`src/ctrlPkg.sv`:
```
`default_nettype none

package ctrlPkg;

  // ====================
  // ALU and condition encodings
  // ====================

  // Matches the data-processing opcode field, instr[24:21]
  typedef enum logic [3:0] {
    andOp, eorOp, subOp, rsbOp,
    addOp, adcOp, sbcOp, rscOp,
    tstOp, teqOp, cmpOp, cmnOp,
    orrOp, movOp, bicOp, mvnOp
  } aluOpT;

  // Condition field, instr[31:28]
  typedef enum logic [3:0] {
    eq, ne, cs, cc,
    mi, pl, vs, vc,
    hi, ls, ge, lt,
    gt, le, al, nv  // nv treated as never
  } condT;

  typedef struct packed {
    logic n;
    logic z;
    logic c;
    logic v;
  } flagsT;

  typedef logic [1:0] srcSelT;  // Register or immediate source select

  // ====================
  // Decoded control word
  // ====================
  typedef struct packed {
    srcSelT     regSrc;
    srcSelT     immSrc;
    logic       aluSrc;      // 1 = immediate operand B
    logic       memtoReg;
    logic       regWrite;
    logic       memWrite;
    logic       branch;
    logic [1:0] flagWrite;   // [1] NZ, [0] CV
    aluOpT      aluControl;
    logic       byteAccess;  // LDRB / STRB
    logic       pcSrc;       // Writes r15 or branches
  } ctrlDecodeT;

endpackage

`default_nettype wire

```
`src/decodeIf.sv`:
```
`timescale 1ns/1ns
`default_nettype none

// Decoded controls crossing from D into the E register
interface decodeIf;

  ctrlPkg::ctrlDecodeT ctrl;
  ctrlPkg::condT       cond;

  modport decoder (
    output ctrl,
    output cond
  );

  modport execute (
    input ctrl,
    input cond
  );

endinterface

`default_nettype wire

```
`src/instrDecoder.sv`:
```
`timescale 1ns/1ns
`default_nettype none

module instrDecoder (
  input  logic [31:0] instrD,
  decodeIf.decoder    dec
);

  ctrlPkg::ctrlDecodeT ctrlD;
  logic [1:0]          op;         // Instruction class
  logic                immForm;    // I bit
  logic                sBit;       // S bit, or L bit for memory ops
  logic                upBit;      // U bit, offset direction
  logic                isCompare;  // tst teq cmp cmn
  logic                extraSpace; // Multiply and halfword encodings

  assign op         = instrD[27:26];
  assign immForm    = instrD[25];
  assign sBit       = instrD[20];
  assign upBit      = instrD[23];
  assign isCompare  = instrD[24:23] == 2'b10;
  assign extraSpace = ~instrD[25] & instrD[7] & instrD[4];

  // ====================
  // Main decoder
  // ====================
  always_comb begin
    ctrlD = '0;  // Bubble unless a case below fills it in
    case (op)
      2'b00: begin
        // Data processing, compares need S set
        if (!extraSpace && !(isCompare && !sBit)) begin
          ctrlD.aluSrc     = immForm;            // rot imm8 or Rm
          ctrlD.regWrite   = ~isCompare;         // Compares only set flags
          ctrlD.flagWrite  = {sBit, sBit};
          ctrlD.aluControl = ctrlPkg::aluOpT'(instrD[24:21]);
        end
      end
      2'b01: begin
        // Register offset with bit 4 set is undefined
        if (!(immForm && instrD[4])) begin
          ctrlD.regSrc     = sBit ? 2'b00 : 2'b10;  // STR reads Rd as data
          ctrlD.immSrc     = 2'b01;                 // imm12
          ctrlD.aluSrc     = ~immForm;              // I=0 means immediate offset
          ctrlD.memtoReg   = sBit;
          ctrlD.regWrite   = sBit;                  // Load
          ctrlD.memWrite   = ~sBit;                 // Store
          ctrlD.byteAccess = instrD[22];
          ctrlD.aluControl = upBit ? ctrlPkg::addOp : ctrlPkg::subOp;
        end
      end
      2'b10: begin
        // B only, block transfers are not decoded here
        if (immForm) begin
          ctrlD.regSrc     = 2'b01;  // PC as Rn
          ctrlD.immSrc     = 2'b10;  // imm24
          ctrlD.aluSrc     = 1'b1;
          ctrlD.branch     = 1'b1;
          ctrlD.aluControl = ctrlPkg::addOp;
        end
      end
      default: ctrlD = '0;  // Coprocessor and SWI space
    endcase

    // PC changes on branch or on a write to r15
    ctrlD.pcSrc = ctrlD.branch | (ctrlD.regWrite & (instrD[15:12] == 4'hF));
  end

  assign dec.ctrl = ctrlD;
  assign dec.cond = ctrlPkg::condT'(instrD[31:28]);

endmodule

`default_nettype wire

```
`src/condUnit.sv`:
```
`timescale 1ns/1ns
`default_nettype none

module condUnit (
  input  logic           clk,
  input  logic           rst,
  input  logic           en,        // Low while E is stalled
  input  ctrlPkg::condT  cond,
  input  logic [1:0]     flagWrite, // [1] NZ, [0] CV
  input  ctrlPkg::flagsT aluFlags,
  output logic           condEx,
  output ctrlPkg::flagsT flags
);

  ctrlPkg::flagsT flagsQ;

  // ====================
  // Condition check
  // ====================
  always_comb begin
    case (cond)
      ctrlPkg::eq: condEx = flagsQ.z;
      ctrlPkg::ne: condEx = ~flagsQ.z;
      ctrlPkg::cs: condEx = flagsQ.c;
      ctrlPkg::cc: condEx = ~flagsQ.c;
      ctrlPkg::mi: condEx = flagsQ.n;
      ctrlPkg::pl: condEx = ~flagsQ.n;
      ctrlPkg::vs: condEx = flagsQ.v;
      ctrlPkg::vc: condEx = ~flagsQ.v;
      ctrlPkg::hi: condEx = flagsQ.c & ~flagsQ.z;   // Unsigned higher
      ctrlPkg::ls: condEx = ~flagsQ.c | flagsQ.z;
      ctrlPkg::ge: condEx = flagsQ.n == flagsQ.v;   // Signed
      ctrlPkg::lt: condEx = flagsQ.n != flagsQ.v;
      ctrlPkg::gt: condEx = ~flagsQ.z & (flagsQ.n == flagsQ.v);
      ctrlPkg::le: condEx = flagsQ.z | (flagsQ.n != flagsQ.v);
      ctrlPkg::al: condEx = 1'b1;
      default:     condEx = 1'b0;  // nv
    endcase
  end

  // Flags land at the end of the E cycle, next instruction sees them
  always_ff @(posedge clk) begin
    if (rst) begin
      flagsQ <= '0;
    end else if (en && condEx) begin
      if (flagWrite[1]) begin
        flagsQ.n <= aluFlags.n;
        flagsQ.z <= aluFlags.z;
      end
      if (flagWrite[0]) begin
        flagsQ.c <= aluFlags.c;
        flagsQ.v <= aluFlags.v;
      end
    end
  end

  assign flags = flagsQ;

endmodule

`default_nettype wire

```
`src/executeCtrl.sv`:
```
`timescale 1ns/1ns
`default_nettype none

module executeCtrl (
  input  logic           clk,
  input  logic           rst,
  input  logic           stallE,
  input  logic           flushE,
  decodeIf.execute       dec,
  input  ctrlPkg::flagsT aluFlagsE,
  input  logic [31:0]    aluResultE,  // Memory address for loads and stores
  output logic           aluSrcE,
  output ctrlPkg::aluOpT aluControlE,
  output logic           branchTakenE,
  output ctrlPkg::flagsT flagsE,
  output logic           pcSrcE,      // Ungated, for the pending check
  output logic           memWriteGated,
  output logic           regWriteGated,
  output logic           memtoReg,
  output logic           pcSrcGated,
  output logic [3:0]     byteMask
);

  ctrlPkg::ctrlDecodeT ctrlE;
  ctrlPkg::condT       condE;
  logic                condExE;

  // ====================
  // E pipeline register
  // ====================
  always_ff @(posedge clk) begin
    if (rst || flushE) begin   // Flush wins over stall
      ctrlE <= '0;
      condE <= ctrlPkg::eq;
    end else if (!stallE) begin
      ctrlE <= dec.ctrl;
      condE <= dec.cond;
    end
  end

  condUnit condCheck (
    .clk       (clk),
    .rst       (rst),
    .en        (~stallE),
    .cond      (condE),
    .flagWrite (ctrlE.flagWrite),
    .aluFlags  (aluFlagsE),
    .condEx    (condExE),
    .flags     (flagsE)
  );

  assign aluSrcE     = ctrlE.aluSrc;
  assign aluControlE = ctrlE.aluControl;
  assign pcSrcE      = ctrlE.pcSrc;

  // Failed condition kills every side effect
  assign branchTakenE  = ctrlE.branch & condExE;
  assign regWriteGated = ctrlE.regWrite & condExE;
  assign memWriteGated = ctrlE.memWrite & condExE;
  assign pcSrcGated    = ctrlE.pcSrc & condExE;
  assign memtoReg      = ctrlE.memtoReg;

  // Byte lane enables, lane 0 is address bits 1:0 == 0
  always_comb begin
    if (ctrlE.byteAccess) begin
      byteMask = 4'b0001 << aluResultE[1:0];
    end else begin
      byteMask = 4'b1111;  // Word access
    end
  end

endmodule

`default_nettype wire

```
`src/memWbCtrl.sv`:
```
`timescale 1ns/1ns
`default_nettype none

module memWbCtrl (
  input  logic       clk,
  input  logic       rst,
  input  logic       stallM,
  input  logic       stallW,
  input  logic       flushW,
  input  logic       pcSrcD,
  input  logic       pcSrcE,
  input  logic       memWriteGated,
  input  logic       regWriteGated,
  input  logic       memtoReg,
  input  logic       pcSrcGated,
  input  logic [3:0] byteMask,
  output logic       memWriteM,
  output logic [3:0] byteMaskM,
  output logic       regWriteW,
  output logic       memtoRegW,
  output logic       pcSrcW,
  output logic       pcWrPendingF
);

  logic regWriteM;
  logic memtoRegM;
  logic pcSrcM;

  // ====================
  // M register, no flush
  // ====================
  always_ff @(posedge clk) begin
    if (rst) begin
      memWriteM <= 1'b0;
      byteMaskM <= 4'b0000;
      regWriteM <= 1'b0;
      memtoRegM <= 1'b0;
      pcSrcM    <= 1'b0;
    end else if (!stallM) begin
      memWriteM <= memWriteGated;
      byteMaskM <= byteMask;
      regWriteM <= regWriteGated;
      memtoRegM <= memtoReg;
      pcSrcM    <= pcSrcGated;
    end
  end

  // ====================
  // W register
  // ====================
  always_ff @(posedge clk) begin
    if (rst || flushW) begin
      regWriteW <= 1'b0;
      memtoRegW <= 1'b0;
      pcSrcW    <= 1'b0;
    end else if (!stallW) begin
      regWriteW <= regWriteM;
      memtoRegW <= memtoRegM;
      pcSrcW    <= pcSrcM;
    end
  end

  // Fetch waits while any PC write is still in flight
  assign pcWrPendingF = pcSrcD | pcSrcE | pcSrcM;

endmodule

`default_nettype wire

```
`src/armController.sv`:
```
`timescale 1ns/1ns
`default_nettype none

module armController (
  input  logic        clk,
  input  logic        rst,
  input  logic [31:0] instrD,
  input  logic [3:0]  aluFlagsE,   // NZCV from the ALU
  input  logic [31:0] aluResultE,
  input  logic        stallE,
  input  logic        flushE,
  input  logic        stallM,
  input  logic        stallW,
  input  logic        flushW,
  output logic [1:0]  regSrcD,
  output logic [1:0]  immSrcD,
  output logic        aluSrcE,
  output logic [3:0]  aluControlE,
  output logic        branchTakenE,
  output logic [3:0]  flagsE,
  output logic        memWriteM,
  output logic [3:0]  byteMaskM,
  output logic        regWriteW,
  output logic        memtoRegW,
  output logic        pcSrcW,
  output logic        pcWrPendingF
);

  decodeIf decBus ();

  logic       pcSrcE;
  logic       memWriteGated;
  logic       regWriteGated;
  logic       memtoReg;
  logic       pcSrcGated;
  logic [3:0] byteMask;

  // ====================
  // Decode
  // ====================
  instrDecoder decoder (
    .instrD (instrD),
    .dec    (decBus.decoder)
  );

  assign regSrcD = decBus.ctrl.regSrc;
  assign immSrcD = decBus.ctrl.immSrc;

  // ====================
  // Execute
  // ====================
  executeCtrl exCtrl (
    .clk           (clk),
    .rst           (rst),
    .stallE        (stallE),
    .flushE        (flushE),
    .dec           (decBus.execute),
    .aluFlagsE     (ctrlPkg::flagsT'(aluFlagsE)),
    .aluResultE    (aluResultE),
    .aluSrcE       (aluSrcE),
    .aluControlE   (aluControlE),
    .branchTakenE  (branchTakenE),
    .flagsE        (flagsE),
    .pcSrcE        (pcSrcE),
    .memWriteGated (memWriteGated),
    .regWriteGated (regWriteGated),
    .memtoReg      (memtoReg),
    .pcSrcGated    (pcSrcGated),
    .byteMask      (byteMask)
  );

  // ====================
  // Memory and writeback
  // ====================
  memWbCtrl mwCtrl (
    .clk           (clk),
    .rst           (rst),
    .stallM        (stallM),
    .stallW        (stallW),
    .flushW        (flushW),
    .pcSrcD        (decBus.ctrl.pcSrc),
    .pcSrcE        (pcSrcE),
    .memWriteGated (memWriteGated),
    .regWriteGated (regWriteGated),
    .memtoReg      (memtoReg),
    .pcSrcGated    (pcSrcGated),
    .byteMask      (byteMask),
    .memWriteM     (memWriteM),
    .byteMaskM     (byteMaskM),
    .regWriteW     (regWriteW),
    .memtoRegW     (memtoRegW),
    .pcSrcW        (pcSrcW),
    .pcWrPendingF  (pcWrPendingF)
  );

endmodule

`default_nettype wire

```
`config.mk`:
```
export PLATFORM = sky130hd
export DESIGN_NAME = armController
export DESIGN_NICKNAME = d
export VERILOG_FILES = /design/src/ctrlPkg.sv /design/src/decodeIf.sv /design/src/instrDecoder.sv /design/src/condUnit.sv /design/src/executeCtrl.sv /design/src/memWbCtrl.sv /design/src/armController.sv
export SDC_FILE = /design/constraint.sdc
export NUM_CORES = 1
export LEC_CHECK = 0
export BUFFER_PORTS_ARGS = -buffer_cell sky130_fd_sc_hd__buf_2
export CORE_ASPECT_RATIO = 0.5
export CORE_MARGIN = 2
export CORE_UTILIZATION = 41
export CTS_CLUSTER_SIZE = 24
export DETAILED_ROUTE_END_ITERATION = 7
export PLACE_DENSITY = 0.85
export SLEW_MARGIN = 20
export SYNTH_ARGS = -nofsm -noshare
export SYNTH_HDL_FRONTEND = slang
export SYNTH_HIERARCHICAL = 1
export SYNTH_SLANG_ARGS = --single-unit
```
`constraint.sdc`:
```
create_clock -name clk -period 1.9 [get_ports clk]
set_clock_uncertainty 0.05 [all_clocks]
set_input_delay 0.095 -clock clk [delete_from_list [all_inputs] [get_ports clk]]
set_output_delay 0.095 -clock clk [all_outputs]
set_load 0.02 [all_outputs]
```
* Word-level counts from Yosys, hierarchy flattened
Index checks and enable logic that the tools add are counted.
Word-level totals: flip-flop bits (word level) 32, input bits 75, output and inout port bits 23, logic and storage cells 99
Operators by class: equality and inequality tests 20, shift-type cells 1, mux-type cells 21, bitwise operators 22, reductions and logical operators 13
Operator list (count):
- 4-bit == test (second input constant) | 8
- 4-bit by 3-bit == test with 1-bit output (second input constant) | 4
- 1-bit one-hot mux with 15 select lines | 1
- 4-bit one-hot mux with 3 select lines | 1
- 1-bit bitwise AND | 9
- 4-bit by 2-bit == test with 1-bit output (second input constant) | 2
- 4-bit 2-to-1 mux | 2
- 8-bit 2-to-1 mux | 1
- 1-bit NOT | 8
- 4-bit one-hot mux with 2 select lines | 1
- 1-bit 2-to-1 mux | 7
- 3-bit 2-to-1 mux | 2
- 6-bit 2-to-1 mux | 1
- 5-bit 2-to-1 mux | 1
- 1-bit bitwise OR | 5
- 2-bit == test (second input constant) | 2
- 4-bit by 1-bit == test with 1-bit output (second input constant) | 1
- 1-bit logical AND | 4
- 4-bit logical NOT | 1
- 2-bit 2-to-1 mux | 2
- 2-bit AND reduction | 2
- 1-bit by 2-bit << shifter with 4-bit output (first input constant) | 1
- 1-bit logical NOT | 3
- 1-bit one-hot mux with 3 select lines | 1
- 6 further kinds | 7

* Logic depth before layout (Yosys ltp)
word-level depth 11, mapped depth 8

* By module
Netlist, hierarchy kept.
By module, submodules not included:
- executeCtrl | times used 1, cells an instance 71, area each 715.7 µm²
- condUnit | times used 1, cells an instance 53, area each 474.2 µm²
- memWbCtrl | times used 1, cells an instance 36, area each 397.9 µm²
- instrDecoder | times used 1, cells an instance 41, area each 307.8 µm²

* Worst setup path before layout
No wires, ideal clock.
path kind reg2reg, start register exCtrl.condCheck.flagsQ (netlist bit exCtrl/condCheck/flags[0]), end register mwCtrl.memWriteM, arrival time 1.759 ns, data required time 1.733 ns, slack -0.026 ns, cell stages (with the launch flop) 8, path buffers 0, period minus slack after synthesis 1.926 ns, path through dfxtp_1 and4b_1 o311ai_2 o311ai_4 or2_2 and2_1 mux2i_1 nor2_1
On the way: word-level cells in the longest chain between the ends 4, elaborated cells between the ends (all ways) 7, those cells by class eq/ne (2); mux (1); bitwise (4)
RTL lines:
- start, declared | line condUnit.sv:15 | ctrlPkg::flagsT flagsQ;
- 1-bit inequality test or 1-bit == test (tied branches)
- 1-bit bitwise OR or 1-bit bitwise AND (tied branches) | line condUnit.sv:35, condUnit.sv:34
- 1-bit one-hot mux with 15 select lines (*) | line condUnit.sv:21 | case (cond)
- via exCtrl.condExE | line executeCtrl.sv:26 | logic condExE;
- 1-bit bitwise AND (*) | line executeCtrl.sv:59 | assign memWriteGated = ctrlE.memWrite & condExE;
- via memWriteGated | line armController.sv:32 | logic memWriteGated;
- end signal, assigned | line memWbCtrl.sv:40 | memWriteM <= memWriteGated;
- end, declared | line memWbCtrl.sv:17 | output logic memWriteM,
The timed path passes the listed nets; every way through them passes the cells marked *. A chain may end at the register's enable or synchronous reset.

* Worst setup path in the final report
start register exCtrl.condE[3], end output port branchTakenE
On the way: word-level cells in the longest chain between the ends 3, elaborated cells between the ends (all ways) 17, those cells by class eq/ne (14); mux (1); bitwise (1); reduce/logical (1)
RTL lines:
- start, declared | line executeCtrl.sv:25 | ctrlPkg::condT condE;
- start signal, assigned | line executeCtrl.sv:34 | condE <= ctrlPkg::eq;
- start signal, assigned | line executeCtrl.sv:37 | condE <= dec.cond;
- 4-bit == test, or another cell as far along | line condUnit.sv:21
- 1-bit one-hot mux with 15 select lines (*) | line condUnit.sv:21
- via exCtrl.condExE | line executeCtrl.sv:26
- 1-bit bitwise AND (*) | line executeCtrl.sv:57 | assign branchTakenE = ctrlE.branch & condExE;
- end, declared | line armController.sv:19 | output logic branchTakenE,
Marked as above.

==> load_flow_metrics.sql <==
INSERT INTO impl_metrics (metric_group, metric, value, unit) VALUES
('route', 'antenna_left', '0', ''),
('final_layout', 'area.growth.synth_to_final', '27.6', '%'),
('run_status', 'failing_checks', 'negative setup slack', ''),
('route', 'route.vias.total', '1692', ''),
('clocking', 'clkSlewWorstSetupHoldPaths', '70', 'ps'),
('timing', 'transition_time_at_the_pin_with_the_least_slew_margin', '556', 'ps'),
('final_layout', 'final_cells', '318', ''),
('setup_path', 'critical_path.startpoint', 'exCtrl/condE[3]', ''),
('setup_path', 'r2r_end', 'mwCtrl/memWriteM', ''),
('synthesis', 'library_cell_with_the_highest_instance_count_after_synthesis', 'dfxtp_1', ''),
('timing', 'worst_slack', '-165', 'ps'),
('hold_path', 'worstHoldPathType', 'in -> reg', ''),
('synthesis', 'synth-main-ff-cell', 'dfxtp_1', ''),
('timing', 'maxSlewHeadroom', '62.9', '%'),
('route', 'highest-signal-layer', 'met4', ''),
('route', 'drt-vias-per-instance', '5.32', ''),
('setup_path', 'path_buf_inv', '2', ''),
('die', 'initial_utilization', '42.8', '%'),
('hold_path', 'holdPathEnd', 'exCtrl/condCheck/flags[2]', ''),
('setup_path', 'critical_path.slowest_cell', 'or3b_1', ''),
('placed_design', 'place_congestion', '0.860', ''),
('synthesis', 'post_synth_instance_area', '1900', 'sq um'),
('setup_path', 'crit_chain', 'buf_6, or3b_1, a21o_1, a32oi_4, or2_4, and2_4, buf_6', ''),
('hold_path', 'holdCritStartpoint', 'aluFlagsE[2]', ''),
('hold_path', 'worstHoldPathCells', '3', ''),
('pwr', 'net_switching_power_of_the_design', '389', 'uW'),
('synthesis', 'synth_async_sr_flop_share', '0', '%'),
('placed_design', 'dp_hpwl', '3140', 'microns'),
('synthesis', 'synth.top_cells.by_area', 'dfxtp_1 (34%), mux2i_1 (15%), nor2_1 (6.1%)', ''),
('die', 'dieWidth', '100', 'microns'),
('setup_path', 'r2r_setup_slack', '-90', 'ps'),
('pwr', 'pwr_density_cell', '646', 'nW/um^2'),
('synthesis', 'synthesized_area_per_cell', '9.43', 'sq um'),
('timing', 'setup-violations-final', '4', ''),
('placed_design', 'post-place-cells', '302', ''),
('setup_path', 'timing.critical_path.mode_cell', 'buf_6', ''),
('placed_design', 'place.port_buffers', '53', ''),
('route', 'drc', '0', ''),
('clocking', 'cts-buffers-inserted', '5', ''),
('run_status', 'run_status', 'finished, violations left', ''),
('final_layout', 'num_antenna_cells', '0', ''),
('route', 'drt_first_iter_violations', '56', ''),
('timing', 'final_max_slew_violation_count', '0', ''),
('route', 'routed-wl-met2', '2420', 'microns'),
('clocking', 'clkLatencyLatePin', '290', 'ps'),
('synthesis', 'synth-seq-cells', '32', ''),
('synthesis', 'synth_edf_count', '0', ''),
('setup_path', 'r2r.worst_path.cells', '8', ''),
('die', 'die_height', '52.1', 'microns'),
('setup_path', 'setup.worst_path.end_class', 'output pin', ''),
('grt', 'grt_max_degree', '19', ''),
('route', 'met3_wirelength', '206', 'microns'),
('timing', 'unrepaired_setup_endpoints_after_global_routing', 'yes', ''),
('grt', 'grt_first_pass_wirelength', '7020', 'microns'),
('final_layout', 'layout.nets', '339', ''),
('pwr', 'intPower', '1.17', 'mW'),
('die', 'design.die.area', '5220', 'sq um'),
('pwr', 'pwr-share-comb', '14.2', '%'),
('timing', 'tmin_final', '2060', 'ps'),
('die', 'fp.coreArea', '4420', 'sq um'),
('clocking', 'cts_sinks', '32', ''),
('synthesis', 'synth_sequential_area_ratio', '33.8', '%'),
('clocking', 'cts-htree-levels', '2', ''),
('synthesis', 'synth.net_count', '280', ''),
('clocking', 'tritoncts', 'built', ''),
('pwr', 'share_clk_of_total_power', '41.3', '%'),
('timing', 'report.final.hold_viol_count', '0', ''),
('clocking', 'cts-root-to-sink-buffers', '2', ''),
('pwr', 'irDropWorstVdd', '296', 'uV'),
('synthesis', 'syn-instance-count', '201', ''),
('setup_path', 'r2r-start', 'exCtrl/condCheck/flags[0]', '');
[layout make-up]
cell class              instances  area, sq um
multi-input cells             141         1110
flip-flops and latches         32          649
clock inverters                 3         42.5
inverters                       9         33.8
well taps                      57         71.3
clock buffers                   5         68.8
fillers                       361         2010
repair buffers                 71          438
[cells by family (layout without fill, tap and decap cells)]
group / count (synthesis) / in the layout / share of synthesized area, %
XOR/XNOR: 2 / 2 / 0.924
buffers and inverters: 28 / 88 / 10.3
flip-flops: 32 / 32 / 33.8
AND/OR/NAND/NOR: 79 / 79 / 23.7
multiplexers: 29 / 29 / 15.3
AO/OA/AOI/OAI: 27 / 27 / 13.3
adder cells (fa/ha/maj): 4 / 4 / 2.64
[routing by layer]
layer,vias up,track usage [%]
met5,-,0
li1,813,-
met4,0,8.90
met3,16,4.30
met2,49,31.9
met1,814,18.9
[repair_timing]
item                                   in CTS  in global routing
pin swaps                                   7                  6
hold buffers                                3                  0
setup endpoints to repair                   4                  4
setup buffers                               4                  1
gates resized for setup                    11                  8
endpoints found under the hold margin       5                  0
[cell usage in the layout, fill, tap and decap left out, types with 2 or more instances in the layout]
| cell type | Yosys | routed |
|---|---|---|
| buf_2 | 3 | 52 |
| nor2_1 | 31 | 31 |
| mux2i_1 | 29 | 29 |
| dfxtp_1 | 32 | 27 |
| buf_4 | 10 | 11 |
| and2_1 | 10 | 9 |
| inv_1 | 9 | 9 |
| nor2b_1 | 6 | 6 |
| clkbuf_8 | 0 | 5 |
| nand2_1 | 5 | 5 |
| nor3_1 | 4 | 4 |
| ha_1 | 4 | 4 |
| o21ai_0 | 4 | 4 |
| o2bb2ai_1 | 4 | 4 |
| dfxtp_2 | 0 | 4 |
| buf_6 | 5 | 4 |
| nand4_1 | 3 | 3 |
| dlygate4sd3_1 | 0 | 3 |
| a211oi_1 | 3 | 2 |
| nor4bb_2 | 0 | 2 |
| o311ai_4 | 1 | 2 |
| o211ai_1 | 2 | 2 |
[flip-flops by register name (all words and copies together) (netlist names), 4 cells and up]
signal and flops:
exCtrl/aluControlE 4, exCtrl/condCheck/flags 4, exCtrl/condE 4, exCtrl/ctrlE 6
mwCtrl/byteMaskM 4
[metrics by stage]
stage	utilization, %	hold slack, ps	worst slack [ps]	cell area, sq um	power (mW)
floorplan	-	122	38.6	1900	0.851
global placement	48.6	243	-1.13	2150	0.899
detailed placement	48.6	254	-84.0	2150	0.910
CTS	53.1	1.93	-178	2350	1.56
global route	54.7	22.8	-224	2420	1.62
finish	54.7	5.25	-165	2420	1.56
[power groups by stage]
| stage | sequential (mW) | combinational (mW) | clock, mW |
|---|---|---|---|
| 2_1_floorplan | 0.715 | 0.136 | 0 |
| 3_3_place_gp | 0.708 | 0.192 | 0 |
| 3_5_place_dp | 0.709 | 0.200 | 0 |
| 4_1_cts | 0.695 | 0.215 | 0.651 |
| 5_1_grt | 0.696 | 0.239 | 0.688 |
| 6_report | 0.695 | 0.222 | 0.645 |
[worst max-delay path by stage]
| stage | end | slack, ps |
|---|---|---|
| global route | branchTakenE | -220 |
| finish | branchTakenE | -160 |
| floorplan | mwCtrl/memWriteM | 40 |
| detailed placement | mwCtrl/memWriteM | -80 |
| CTS | branchTakenE | -180 |
| global placement | mwCtrl/memWriteM | -1 |
[worst reg2reg max path, delay by kind of cell, from the launching register on]
family          cells  cell delay (ps)
compound gates      2              480
buf+inv             1              140
mux                 1              140
flops               1              370
simple gates        4              690
(Power assumes the default switching activity.)
